[config.mk]
export PLATFORM = sky130hd
export DESIGN_NAME = fuel_gauge_top
export DESIGN_NICKNAME = d
export VERILOG_FILES = /design/src/hdl/gauge_pkg.sv /design/src/hdl/gauge_xfer_if.sv /design/src/hdl/fuel_gauge_top.sv /design/src/hdl/gauge_sequencer.sv /design/src/hdl/result_bank.sv /design/src/hdl/word_transfer.sv
export SDC_FILE = /design/constraint.sdc
export NUM_CORES = 1
export LEC_CHECK = 0
export BUFFER_PORTS_ARGS = -buffer_cell sky130_fd_sc_hd__buf_2
export CORE_ASPECT_RATIO = 0.5
export CORE_MARGIN = 3
export CORE_UTILIZATION = 39
export CTS_CLUSTER_DIAMETER = 50
export CTS_CLUSTER_SIZE = 14
export DETAILED_ROUTE_END_ITERATION = 8
export PLACE_DENSITY = 0.58
export SYNTH_ARGS = -nofsm -noshare
export SYNTH_HDL_FRONTEND = slang
export SYNTH_SLANG_ARGS = --single-unit
export TNS_END_PERCENT = 10
[constraint.sdc]
create_clock -name clk -period 4.09 [get_ports clk]
set_input_delay 0.409 -clock clk [delete_from_list [all_inputs] [get_ports clk]]
set_output_delay 0.409 -clock clk [all_outputs]
set_load 0.01 [all_outputs]
[src/hdl/gauge_pkg.sv]
// shared definitions for the fuel-gauge driver
// register map, fixed write words, bit positions and the design's enum types
// import with gauge_pkg::* in the module header
`default_nettype none

package gauge_pkg;

    typedef logic [15:0] gauge_word_t;  // one chip register
    typedef logic [7:0]  gauge_addr_t;  // register address

    // ============================================================
    // chip register map
    localparam gauge_addr_t status_addr     = 8'h00;
    localparam gauge_addr_t config_addr     = 8'h1d;
    localparam gauge_addr_t designcap_addr  = 8'h18;
    localparam gauge_addr_t modelcfg_addr   = 8'hdb;
    localparam gauge_addr_t fullcaprep_addr = 8'h10;
    localparam gauge_addr_t repsoc_addr     = 8'h06;
    localparam gauge_addr_t repcap_addr     = 8'h05;
    localparam gauge_addr_t age_addr        = 8'h07;
    localparam gauge_addr_t temp_addr       = 8'h08;

    localparam gauge_word_t modelcfg_word = 16'h8400;  // refresh plus model select

    localparam int por_bit        = 1;   // STATUS power-on reset
    localparam int refresh_bit    = 15;  // MODELCFG busy while model loads
    localparam int config_set_bit = 15;

    // 1 us at 100 MHz
    localparam int settle_cycles = 100;
    localparam int settle_w      = $clog2(settle_cycles);

    // ============================================================
    // enums
    typedef enum logic {op_read, op_write} xfer_op_t;

    typedef enum logic [2:0] {
        meas_fullcap, meas_repsoc, meas_repcap, meas_age, meas_temp
    } meas_sel_t;

    typedef enum logic [4:0] {
        st_idle, st_status_s, st_config_r, st_designcap, st_config_w,
        st_modelcfg_w, st_modelcfg_r, st_status_r, st_status_w, st_settle,
        st_status_v, st_fullcap, st_repsoc, st_repcap, st_age, st_temp, st_publish
    } seq_state_t;

endpackage

`default_nettype wire

[src/hdl/gauge_xfer_if.sv]
// one 16-bit register transfer between the sequencer and the transfer engine
// the sequencer pulses start, the engine answers with finish and rd_word
`timescale 1ns/1ps
`default_nettype none

interface gauge_xfer_if import gauge_pkg::*; ();

    logic        start;     // one-cycle request
    xfer_op_t    op;
    gauge_addr_t reg_addr;
    gauge_word_t wr_word;   // sampled with start
    logic        busy;
    logic        finish;    // one-cycle completion
    gauge_word_t rd_word;   // valid from finish on

    modport seq (
        output start, op, reg_addr, wr_word,
        input  busy, finish, rd_word
    );

    modport xfer (
        input  start, op, reg_addr, wr_word,
        output busy, finish, rd_word
    );

endinterface

`default_nettype wire

[src/hdl/fuel_gauge_top.sv]
// fuel-gauge driver top level
// connects to an external byte-level I2C controller through plain strobes
// chip at 8-bit slave address 0x6C, which the controller holds fixed
`timescale 1ns/1ps
`default_nettype none

module fuel_gauge_top import gauge_pkg::*; (
    input  wire logic        clk,
    input  wire logic        rst_n,
    input  wire logic        measure_start,
    input  wire logic        measure_cycle,  // 1 repeats passes
    input  wire gauge_word_t nominal_cap,    // mAh
    output logic             measure_done,
    // I2C controller side
    output gauge_addr_t      word_addr,
    output logic             wen,
    output logic [7:0]       wdata,
    input  wire logic        wvalid,
    output logic             ren,
    input  wire logic [7:0]  rdata,
    input  wire logic        rvalid,
    input  wire logic        ready,
    input  wire logic        done,
    // results
    output gauge_word_t      fullcap,
    output gauge_word_t      repsoc,
    output gauge_word_t      repcap,
    output gauge_word_t      age,
    output gauge_word_t      thrmtemp
);

    logic      capture;
    logic      publish;
    meas_sel_t meas_sel;

    gauge_xfer_if xfer_bus ();

    gauge_sequencer u_seq (
        .clk, .rst_n, .measure_start, .measure_cycle, .nominal_cap,
        .xfer(xfer_bus.seq), .capture, .meas_sel, .publish, .measure_done
    );

    word_transfer u_xfer (
        .clk, .rst_n, .xfer(xfer_bus.xfer), .word_addr, .wen, .ren, .wdata,
        .wvalid, .rvalid, .rdata, .ready, .done
    );

    result_bank u_bank (
        .clk, .rst_n, .capture, .meas_sel, .publish, .rd_word(xfer_bus.rd_word),
        .fullcap, .repsoc, .repcap, .age, .thrmtemp
    );

endmodule

`default_nettype wire

[src/hdl/gauge_sequencer.sv]
// control FSM of the fuel-gauge driver
// status check, optional chip configuration, settle delay and measurement loop
// issues one register transfer per state and advances on finish
`timescale 1ns/1ps
`default_nettype none

module gauge_sequencer import gauge_pkg::*; (
    input  wire logic        clk,
    input  wire logic        rst_n,
    input  wire logic        measure_start,
    input  wire logic        measure_cycle,
    input  wire gauge_word_t nominal_cap,
    gauge_xfer_if.seq        xfer,
    output logic             capture,
    output meas_sel_t        meas_sel,
    output logic             publish,
    output logic             measure_done
);

    seq_state_t           state, next_state;
    logic [settle_w-1:0]  settle_cnt;
    gauge_word_t          config_word;  // saved for read-modify-write
    gauge_word_t          status_word;
    gauge_word_t          cap_x2;

    function automatic logic is_xfer(input seq_state_t s);
        return !(s inside {st_idle, st_settle, st_publish});
    endfunction

    // ============================================================
    // next state
    always_comb begin
        next_state = state;
        case (state)
            st_idle:       if (measure_start) next_state = st_status_s;
            st_status_s:   if (xfer.finish)
                               next_state = xfer.rd_word[por_bit] ? st_config_r : st_fullcap;
            st_config_r:   if (xfer.finish) next_state = st_designcap;
            st_designcap:  if (xfer.finish) next_state = st_config_w;
            st_config_w:   if (xfer.finish) next_state = st_modelcfg_w;
            st_modelcfg_w: if (xfer.finish) next_state = st_modelcfg_r;
            st_modelcfg_r: if (xfer.finish && !xfer.rd_word[refresh_bit])
                               next_state = st_status_r;  // else poll again
            st_status_r:   if (xfer.finish) next_state = st_status_w;
            st_status_w:   if (xfer.finish) next_state = st_settle;
            st_settle:     if (settle_cnt == settle_w'(settle_cycles - 1))
                               next_state = st_status_v;
            st_status_v:   if (xfer.finish)
                               next_state = xfer.rd_word[por_bit] ? st_status_s : st_fullcap;
            st_fullcap:    if (xfer.finish) next_state = st_repsoc;
            st_repsoc:     if (xfer.finish) next_state = st_repcap;
            st_repcap:     if (xfer.finish) next_state = st_age;
            st_age:        if (xfer.finish) next_state = st_temp;
            st_temp:       if (xfer.finish) next_state = st_publish;
            st_publish:    next_state = measure_cycle ? st_fullcap : st_idle;
            default:       next_state = st_idle;
        endcase
    end

    // start fires on entry to a transfer state, or again on a repeated poll
    always_ff @(posedge clk or negedge rst_n) begin
        if (!rst_n) begin
            state        <= st_idle;
            xfer.start   <= 1'b0;
            measure_done <= 1'b0;
            settle_cnt   <= '0;
        end else begin
            state        <= next_state;
            xfer.start   <= is_xfer(next_state) && (next_state != state || xfer.finish);
            measure_done <= publish;  // same edge as the bank loads outputs
            settle_cnt   <= (state == st_settle) ? settle_cnt + 1'b1 : '0;
        end
    end

    always_ff @(posedge clk) begin
        if (state == st_idle && measure_start)
            cap_x2 <= nominal_cap << 1;  // chip counts in 0.5 mAh units
        if (state == st_config_r && xfer.finish)
            config_word <= xfer.rd_word;
        if (state == st_status_r && xfer.finish)
            status_word <= xfer.rd_word;
    end

    // ============================================================
    // transfer request
    always_comb begin
        xfer.op      = op_read;
        xfer.wr_word = '0;
        case (state)
            st_designcap: begin
                xfer.op      = op_write;
                xfer.wr_word = cap_x2;
            end
            st_config_w: begin
                xfer.op      = op_write;
                xfer.wr_word = config_word | (16'h1 << config_set_bit);
            end
            st_modelcfg_w: begin
                xfer.op      = op_write;
                xfer.wr_word = modelcfg_word;
            end
            st_status_w: begin
                xfer.op      = op_write;
                xfer.wr_word = status_word & ~(16'h1 << por_bit);  // clear POR
            end
            default: ;
        endcase
    end

    always_comb begin
        case (state)
            st_config_r, st_config_w:     xfer.reg_addr = config_addr;
            st_designcap:                 xfer.reg_addr = designcap_addr;
            st_modelcfg_w, st_modelcfg_r: xfer.reg_addr = modelcfg_addr;
            st_fullcap:                   xfer.reg_addr = fullcaprep_addr;
            st_repsoc:                    xfer.reg_addr = repsoc_addr;
            st_repcap:                    xfer.reg_addr = repcap_addr;
            st_age:                       xfer.reg_addr = age_addr;
            st_temp:                      xfer.reg_addr = temp_addr;
            default:                      xfer.reg_addr = status_addr;
        endcase
    end

    // ============================================================
    // result bank control
    always_comb begin
        case (state)
            st_repsoc: meas_sel = meas_repsoc;
            st_repcap: meas_sel = meas_repcap;
            st_age:    meas_sel = meas_age;
            st_temp:   meas_sel = meas_temp;
            default:   meas_sel = meas_fullcap;
        endcase
    end

    assign capture = xfer.finish && (state inside {[st_fullcap:st_temp]});
    assign publish = (state == st_publish);

    a_finish_in_xfer: assert property (@(posedge clk) disable iff (!rst_n)
        xfer.finish |-> is_xfer(state));
    a_engine_idle: assert property (@(posedge clk) disable iff (!rst_n)
        !is_xfer(state) |-> !xfer.busy);

endmodule

`default_nettype wire

[src/hdl/result_bank.sv]
// measurement result store
// working registers fill during a pass, outputs load together on publish
`timescale 1ns/1ps
`default_nettype none

module result_bank import gauge_pkg::*; (
    input  wire logic        clk,
    input  wire logic        rst_n,
    input  wire logic        capture,
    input  wire meas_sel_t   meas_sel,
    input  wire logic        publish,
    input  wire gauge_word_t rd_word,
    output gauge_word_t      fullcap,
    output gauge_word_t      repsoc,
    output gauge_word_t      repcap,
    output gauge_word_t      age,
    output gauge_word_t      thrmtemp
);

    gauge_word_t fullcap_w, repsoc_w, repcap_w, age_w, temp_w;

    always_ff @(posedge clk) begin
        if (capture) begin
            case (meas_sel)
                meas_fullcap: fullcap_w <= rd_word;
                meas_repsoc:  repsoc_w  <= rd_word;
                meas_repcap:  repcap_w  <= rd_word;
                meas_age:     age_w     <= rd_word;
                meas_temp:    temp_w    <= rd_word;
                default: ;
            endcase
        end
    end

    // outputs always show one complete pass
    always_ff @(posedge clk or negedge rst_n) begin
        if (!rst_n) begin
            fullcap  <= '0;
            repsoc   <= '0;
            repcap   <= '0;
            age      <= '0;
            thrmtemp <= '0;
        end else if (publish) begin
            fullcap  <= fullcap_w;
            repsoc   <= repsoc_w;
            repcap   <= repcap_w;
            age      <= age_w;
            thrmtemp <= temp_w;
        end
    end

endmodule

`default_nettype wire

[src/hdl/word_transfer.sv]
// turns one 16-bit register transfer into byte strobes for the I2C controller
// low byte first in both directions, enable level held from ready to done
`timescale 1ns/1ps
`default_nettype none

module word_transfer import gauge_pkg::*; (
    input  wire logic        clk,
    input  wire logic        rst_n,
    gauge_xfer_if.xfer       xfer,
    output gauge_addr_t      word_addr,
    output logic             wen,
    output logic             ren,
    output logic [7:0]       wdata,
    input  wire logic        wvalid,
    input  wire logic        rvalid,
    input  wire logic [7:0]  rdata,
    input  wire logic        ready,
    input  wire logic        done
);

    xfer_op_t    op_q;
    gauge_word_t wr_q;
    logic        hi_sel;  // low byte sent, high byte on wdata

    always_ff @(posedge clk or negedge rst_n) begin
        if (!rst_n) begin
            xfer.busy   <= 1'b0;
            xfer.finish <= 1'b0;
            wen         <= 1'b0;
            ren         <= 1'b0;
            hi_sel      <= 1'b0;
            op_q        <= op_read;
            wr_q        <= '0;
            word_addr   <= '0;
        end else begin
            xfer.finish <= xfer.busy && done;  // one clock after done
            if (xfer.start) begin
                xfer.busy <= 1'b1;
                hi_sel    <= 1'b0;
                op_q      <= xfer.op;
                wr_q      <= xfer.wr_word;
                word_addr <= xfer.reg_addr;
            end else if (xfer.busy && done) begin
                xfer.busy <= 1'b0;
                wen       <= 1'b0;
                ren       <= 1'b0;
            end else if (xfer.busy && !wen && !ren && ready) begin
                wen <= (op_q == op_write);
                ren <= (op_q == op_read);
            end
            if (wen && wvalid)
                hi_sel <= 1'b1;
        end
    end

    // read bytes shift in from the top, low byte arrives first
    always_ff @(posedge clk) begin
        if (ren && rvalid)
            xfer.rd_word <= {rdata, xfer.rd_word[15:8]};
    end

    assign wdata = hi_sel ? wr_q[15:8] : wr_q[7:0];

    a_no_start_busy: assert property (@(posedge clk) disable iff (!rst_n)
        xfer.start |-> !xfer.busy);
    a_done_in_xfer: assert property (@(posedge clk) disable iff (!rst_n)
        done |-> (wen || ren));

endmodule

`default_nettype wire

# Yosys cells after proc, flatten, opt, wreduce, memory -nomap -nowiden
# Memories as Yosys holds them, arrays and structs flattened.
# Cells that the tools add are included.
[word_totals]
ff_bits = 266
mem_bits_ro = 112
input_bits = 32
output_inout_bits = 99
memories = 1
[classes]
add_sub_neg = 1
n_lt_le_gt_ge = 2
eq_ne = 24
n_mux = 34
bitwise = 2
reduce_logical = 32
[mem_list]
columns = ["memory", "words", "word_bits", "read_ports", "rd_clocked_by_memory_dff", "write_ports", "line_no", "text"]
rows = [
  ["(no name shown)", 16, 7, 1, 0, 0, "gauge_sequencer.sv:111", "case (state)"],
]
[ops]
columns = ["cell", "count"]
rows = [
  ["case mux 5 bit (17 select lines)", 1],
  ["two-way mux 5 bit", 16],
  ["case mux 16 bit (4 select lines)", 1],
  ["equality test 5 x 4 -> 1 bit, second input constant", 9],
  ["equality test 5 x 3 -> 1 bit, second input constant", 4],
  ["two-way mux 8 bit", 2],
  ["logical AND 1 bit", 13],
  ["two-way mux 4 bit", 3],
  ["case mux 3 bit (4 select lines)", 1],
  ["AND reduction 2 bit", 6],
  ["equality test 5 x 2 -> 1 bit, second input constant", 2],
  ["equality test 5 bit, second input constant", 2],
  ["zero test 5 bit", 2],
  ["two-way mux 1 bit", 9],
  ["adder 7 x 1 -> 7 bit, second input constant", 1],
  ["equality test 7 bit, second input constant", 1],
  ["two-way mux 7 bit", 1],
  ["equality test 3 x 2 -> 1 bit, second input constant", 2],
  ["nonzero test 2 bit", 3],
  ["equality test 5 x 1 -> 1 bit, second input constant", 1],
  [">= comparator 5 x 4 -> 1 bit, second input constant", 1],
  ["less-or-equal comparator 5 x 4 -> 1 bit, second input constant", 1],
  ["!= test 5 bit", 1],
  ["zero test 1 bit", 4],
  ["7 further kinds", 8],
]

# Depth between registers and ports, before layout
[logic_depth]
word_depth = 8
depth_mapped = 10

# Hierarchy
# From an unflattened synthesis, not the netlist that was laid out.
[hier_totals]
cells_unflattened = 610
area_unflattened_um2 = 10492.6
[modules_own_cells]
columns = ["module", "n_inst", "cells_each", "area_per_inst_um2", "seq_area_each_um2"]
rows = [
  ["result_bank", 1, 254, 5825.6, 4404.2],
  ["gauge_sequencer", 1, 258, 2924.1, 1701.6],
  ["word_transfer", 1, 98, 1742.9, 1231.2],
]

# Worst setup path before layout
# No wires, ideal clock.
[synth_path]
path_kind = "register to register"
startpoint = "register u_seq.state[0]"
endpoint = "register u_bank.fullcap_w[0], enable pin"
setup_ns = 0.409
arrival_ns = 2.588
setup_slack_ns = 1.093
stages_incl_launch_ff = 8
path_buffers = 2
synth_period_minus_slack_ns = 2.997
path_cell_list = "dfrtp_1 clkbuf_1 inv_1 ha_1 buf_2 nor3_1 nor3_1 nor3_1"
[synth_via]
elab_chain_cells = 4
elab_cells_between_ends = 11
[synth_rtl]
columns = ["item", "line_no", "text"]
rows = [
  ["start, declared", "gauge_sequencer.sv:20", "seq_state_t state, next_state;"],
  ["start signal, assigned", "gauge_sequencer.sv:63", "state <= st_idle;"],
  ["start signal, assigned", "gauge_sequencer.sv:68", "state <= next_state;"],
  ["equality test 5 x 4 -> 1 bit (tied with other cells)", "gauge_sequencer.sv:127", "case (state)"],
  ["case mux 3 bit (4 select lines) / logical AND 1 bit (equally long branches)", "gauge_sequencer.sv:127, gauge_sequencer.sv:136", ""],
  ["zero test 3 bit / logical AND 1 bit (equally long branches)", "result_bank.sv:24, gauge_sequencer.sv:136", ""],
  ["AND reduction 2 bit (no source line) (*)", "n/a", ""],
  ["end signal, assigned", "result_bank.sv:25", "meas_fullcap: fullcap_w <= rd_word;"],
  ["end, declared", "result_bank.sv:20", "gauge_word_t fullcap_w, repsoc_w, repcap_w, age_w, temp_w;"],
]
# Mark *: on every way between the ends. The rest lies on a longest branch, timed or not.
# A chain may end at the register's enable or synchronous reset.

# Worst setup path in the final report
[layout_path]
startpoint = "register u_seq.state[1]"
endpoint = "register u_bank.repsoc_w[10], enable pin"
[layout_via]
elab_chain_cells = 4
elab_cells_between_ends = 11
[layout_rtl]
columns = ["item", "line_no", "text"]
rows = [
  ["equality test 5 x 4 -> 1 bit (tied with other cells)", "gauge_sequencer.sv:127", ""],
  ["case mux 3 bit (4 select lines) / logical AND 1 bit (equally long branches)", "gauge_sequencer.sv:127, gauge_sequencer.sv:136", ""],
  ["equality test 3 x 1 -> 1 bit / logical AND 1 bit (equally long branches)", "result_bank.sv:24, gauge_sequencer.sv:136", ""],
  ["AND reduction 2 bit (no source line) (*)", "n/a", ""],
  ["end signal, assigned", "result_bank.sv:26", "meas_repsoc: repsoc_w <= rd_word;"],
  ["end, declared", "result_bank.sv:20", ""],
]
# Marked as above.

==> reports/metrics.cfg <==
[synthesis]
synth-compound-area-share_pct = 6.526
synth_top_cell_by_area = edfxtp_1
ys_ff_latch = 263
ys_seq_area_share_pct = 74.23
syn-num-nets = 647
synth_area_per_cell_um2 = 16.12
syn_inst = 609
synth_fa_ha_area_share_pct = 0.7647
synth.most_common_cell = edfxtp_1
synth.distinct_cells = 59
synth_mux_area_share_pct = 10.30
netlist_area_um2 = 9817
synth-xor-area-share_pct = 0.3569
synth_top_family_by_area = multiplexers
synth_area_leaders = edfxtp_1 43%, dfrtp_1 31%, mux2_2 10%, a21oi_1 1.7%, nor2_1 1.4%
async_flop_share_pct = 46.39
synth_edf_count = 141
synthFlopType = edfxtp_1
synth_simple_gate_area_share_pct = 5.570
synthTopCellsByCount = 141 x edfxtp_1, 122 x dfrtp_1, 88 x mux2_2
ys_warn_count = 0
synth_top_area_share_pct = 43.13

[clock_network]
cts_tree = built
cts_hold_buf = 0
cts-root-buf = clkbuf_16
h-tree-depth = 1
cts_buffers = 23
numClockSinks = 263
ctsResizeCount = 0
clockBufferDepth = 3
clock_latency_ns = 0.52
clk_pin_slew_worst_paths_ns = 0.07
post_cts_buffers = 0

[sta]
hold-worst-slack_ns = 0.01399
min_period_over_period_pct = 69.59
worstMarginPinSlew_ns = 0.9781
slew_violations = 0
grt_setup_unrepaired = false
period_needed_ns = 2.846
relSlewSlack_pct = 34.80
hold_viol = 0
fin_setup_tns_ns = 0
finalSetupViolCount = 0
setup_ws_ns = 1.244
fin_worst_skew_ns = 0.01406
fmax_mhz = 351.4

[placement]
place.gp.congestion = 0.8464
post-place-ws_ns = 1.263
dpl_cell_area_um2 = 10820
hpwl_um = 13970
numPortBuffers = 128

[die]
die_y_um = 118.2
dieWidth_um = 230.4
start_util_pct = 40.28
placementRows = 40
coreArea_um2 = 24370
die_area_um2 = 27230
io_pins = 131

[critical_path]
worstRegToRegCells = 5
crit_family = simple AND/OR/NAND/NOR gates
startpoint_type = register
end_kind = register
worst-path-buf-inv = 1
crit_path_top_delay_cell = and3_1
arrival_ns = 2.99
critPathMaxStageDelay_ns = 0.81
cp-endpoint = u_bank.repsoc_w[10]$_DFFE_PP_
critPathMaxFanout = 16
required_ns = 4.23
r2r_end = u_bank.repsoc_w[10]$_DFFE_PP_
worstSetupPathType = register to register
cp.depth = 5
cp-startpoint = u_seq.state[1]$_DFF_PN0_
r2r_start = u_seq.state[1]$_DFF_PN0_
regToRegSetupSlack_ns = 1.24
worstPathCellList = inv_1 > ha_1 > or2_2 > nor3b_1 > and3_1

[global_route]
use_met2_pct = 26.53
grt_remaining_overflow = 0
grt_pass1_wl_um = 34570
antenna_found_initial = 0
grt_usage_pct = 16.29
grt_start_max_net_pins = 82
grt_use_met3_pct = 2.457
met1_usage_pct = 23.52
grt_pass1_vias = 5701
grt_busiest_layer = met2

[route]
drt_wl_total_um = 22360
drc = 0
viasPerCell = 5.128
drtIter0Drc = 577
postRouteAntennaNets = 0
vias = 5579
detail_route.wl_per_cell_um = 20.55
firstDrtPassIters = 7

[outcome]
outcome = finished, final reports clean

[layout]
finish.instance_area_um2 = 11500
n_antenna_cell = 0
area_growth_pct = 17.15
drive_above_1_share_pct = 35.51
fin_nets = 777

[pwr]
peakVddDrop_v = 0.0002555
power.density_nw_per_um2 = 601.4
power_leakage_uw = 0.004927

[hold_path]
hold_path.class = primary input to async pin

[flow_run]
cap_violations = 0

==> power breakdown <==
part	total [µW]	internal (µW)	leakage (µW)	switching, µW
registers	3450	3140	0.00294	312
logic	1410	583	0.00167	829
clock network	2060	1110	0.000325	943
==> cell type report <==
cell class	count	area (µm²)
Tap cell	336	420.4
Fill cell	2156	12870
Clock inverter	5	70.07
Sequential cell	263	7287
Multi-Input combinational cell	298	2323
Timing Repair Buffer	138	730.7
Clock buffer	33	613.1
Inverter	15	56.30
==> logic make-up (layout without fill, tap and decap cells) <==
group,count (synthesis),after routing
other,1,1
adders and majority gates,6,6
DFF,263,263
and+or+nand+nor,104,104
buffers and inverters,48,191
muxes,90,90
AOI/OAI and AO/OA,93,93
xor gates and xnor gates,4,4
==> cells in the final DEF, fill, tap and decap left out, types with 3 or more instances in the layout <==
cell       count
a211oi_1       4
a21oi_1       34
a222oi_1      13
a31oi_1        3
a32oi_1        3
and2_1         5
and3_1         3
buf_2        127
buf_4         10
clkbuf_1      10
clkbuf_16     23
dfrtp_1      122
edfxtp_1     141
ha_1           6
inv_1         15
mux2_2        88
nand2_1       14
nand3_1       10
nor2_1        36
nor2b_1       11
nor3_1         4
o21ai_0       12
o22ai_1        4
or3_1          3
==> per-layer routing <==
layer | vias to the layer above | part of all wire, % | wire (µm)
li1 | 2528 | - | -
met1 | 2879 | 47 | 10600
met2 | 146 | 47 | 10600
met3 | 26 | 3.8 | 859
met4 | 0 | 1.3 | 300
met5 | - | 0 | 0
==> worst min-delay path by stage <==
stage | depth (start not counted) | endpoint | startpoint
after floorplan | 0 | u_bank.age[0]$_DFFE_PN0N_ | rst_n
after global placement | 1 | u_bank.repcap[6]$_DFFE_PN0N_ | u_bank.repcap_w[6]$_DFFE_PP_
after detailed placement | 1 | u_bank.fullcap[7]$_DFFE_PN0N_ | u_bank.fullcap_w[7]$_DFFE_PP_
after CTS | 1 | u_seq.cap_x2[7]$_DFFE_PP_ | nominal_cap[6]
after global routing | 1 | u_seq.cap_x2[7]$_DFFE_PP_ | nominal_cap[6]
final | 1 | u_bank.fullcap[10]$_DFFE_PN0N_ | rst_n
==> through the flow <==
| step | util (%) | std cells | power [µW] |
|---|---|---|---|
| 2_1_floorplan | - | 609 | 4294 |
| 3_3_place_gp | 44.38 | 1050 | 4885 |
| 3_5_place_dp | 44.38 | 1050 | 4915 |
| 4_1_cts | 47.19 | 1088 | 6981 |
| 5_1_grt | 47.19 | 1088 | 7287 |
| 6_report | 47.19 | 1088 | 6917 |
Note: power is estimated with default switching activity, not from simulation.
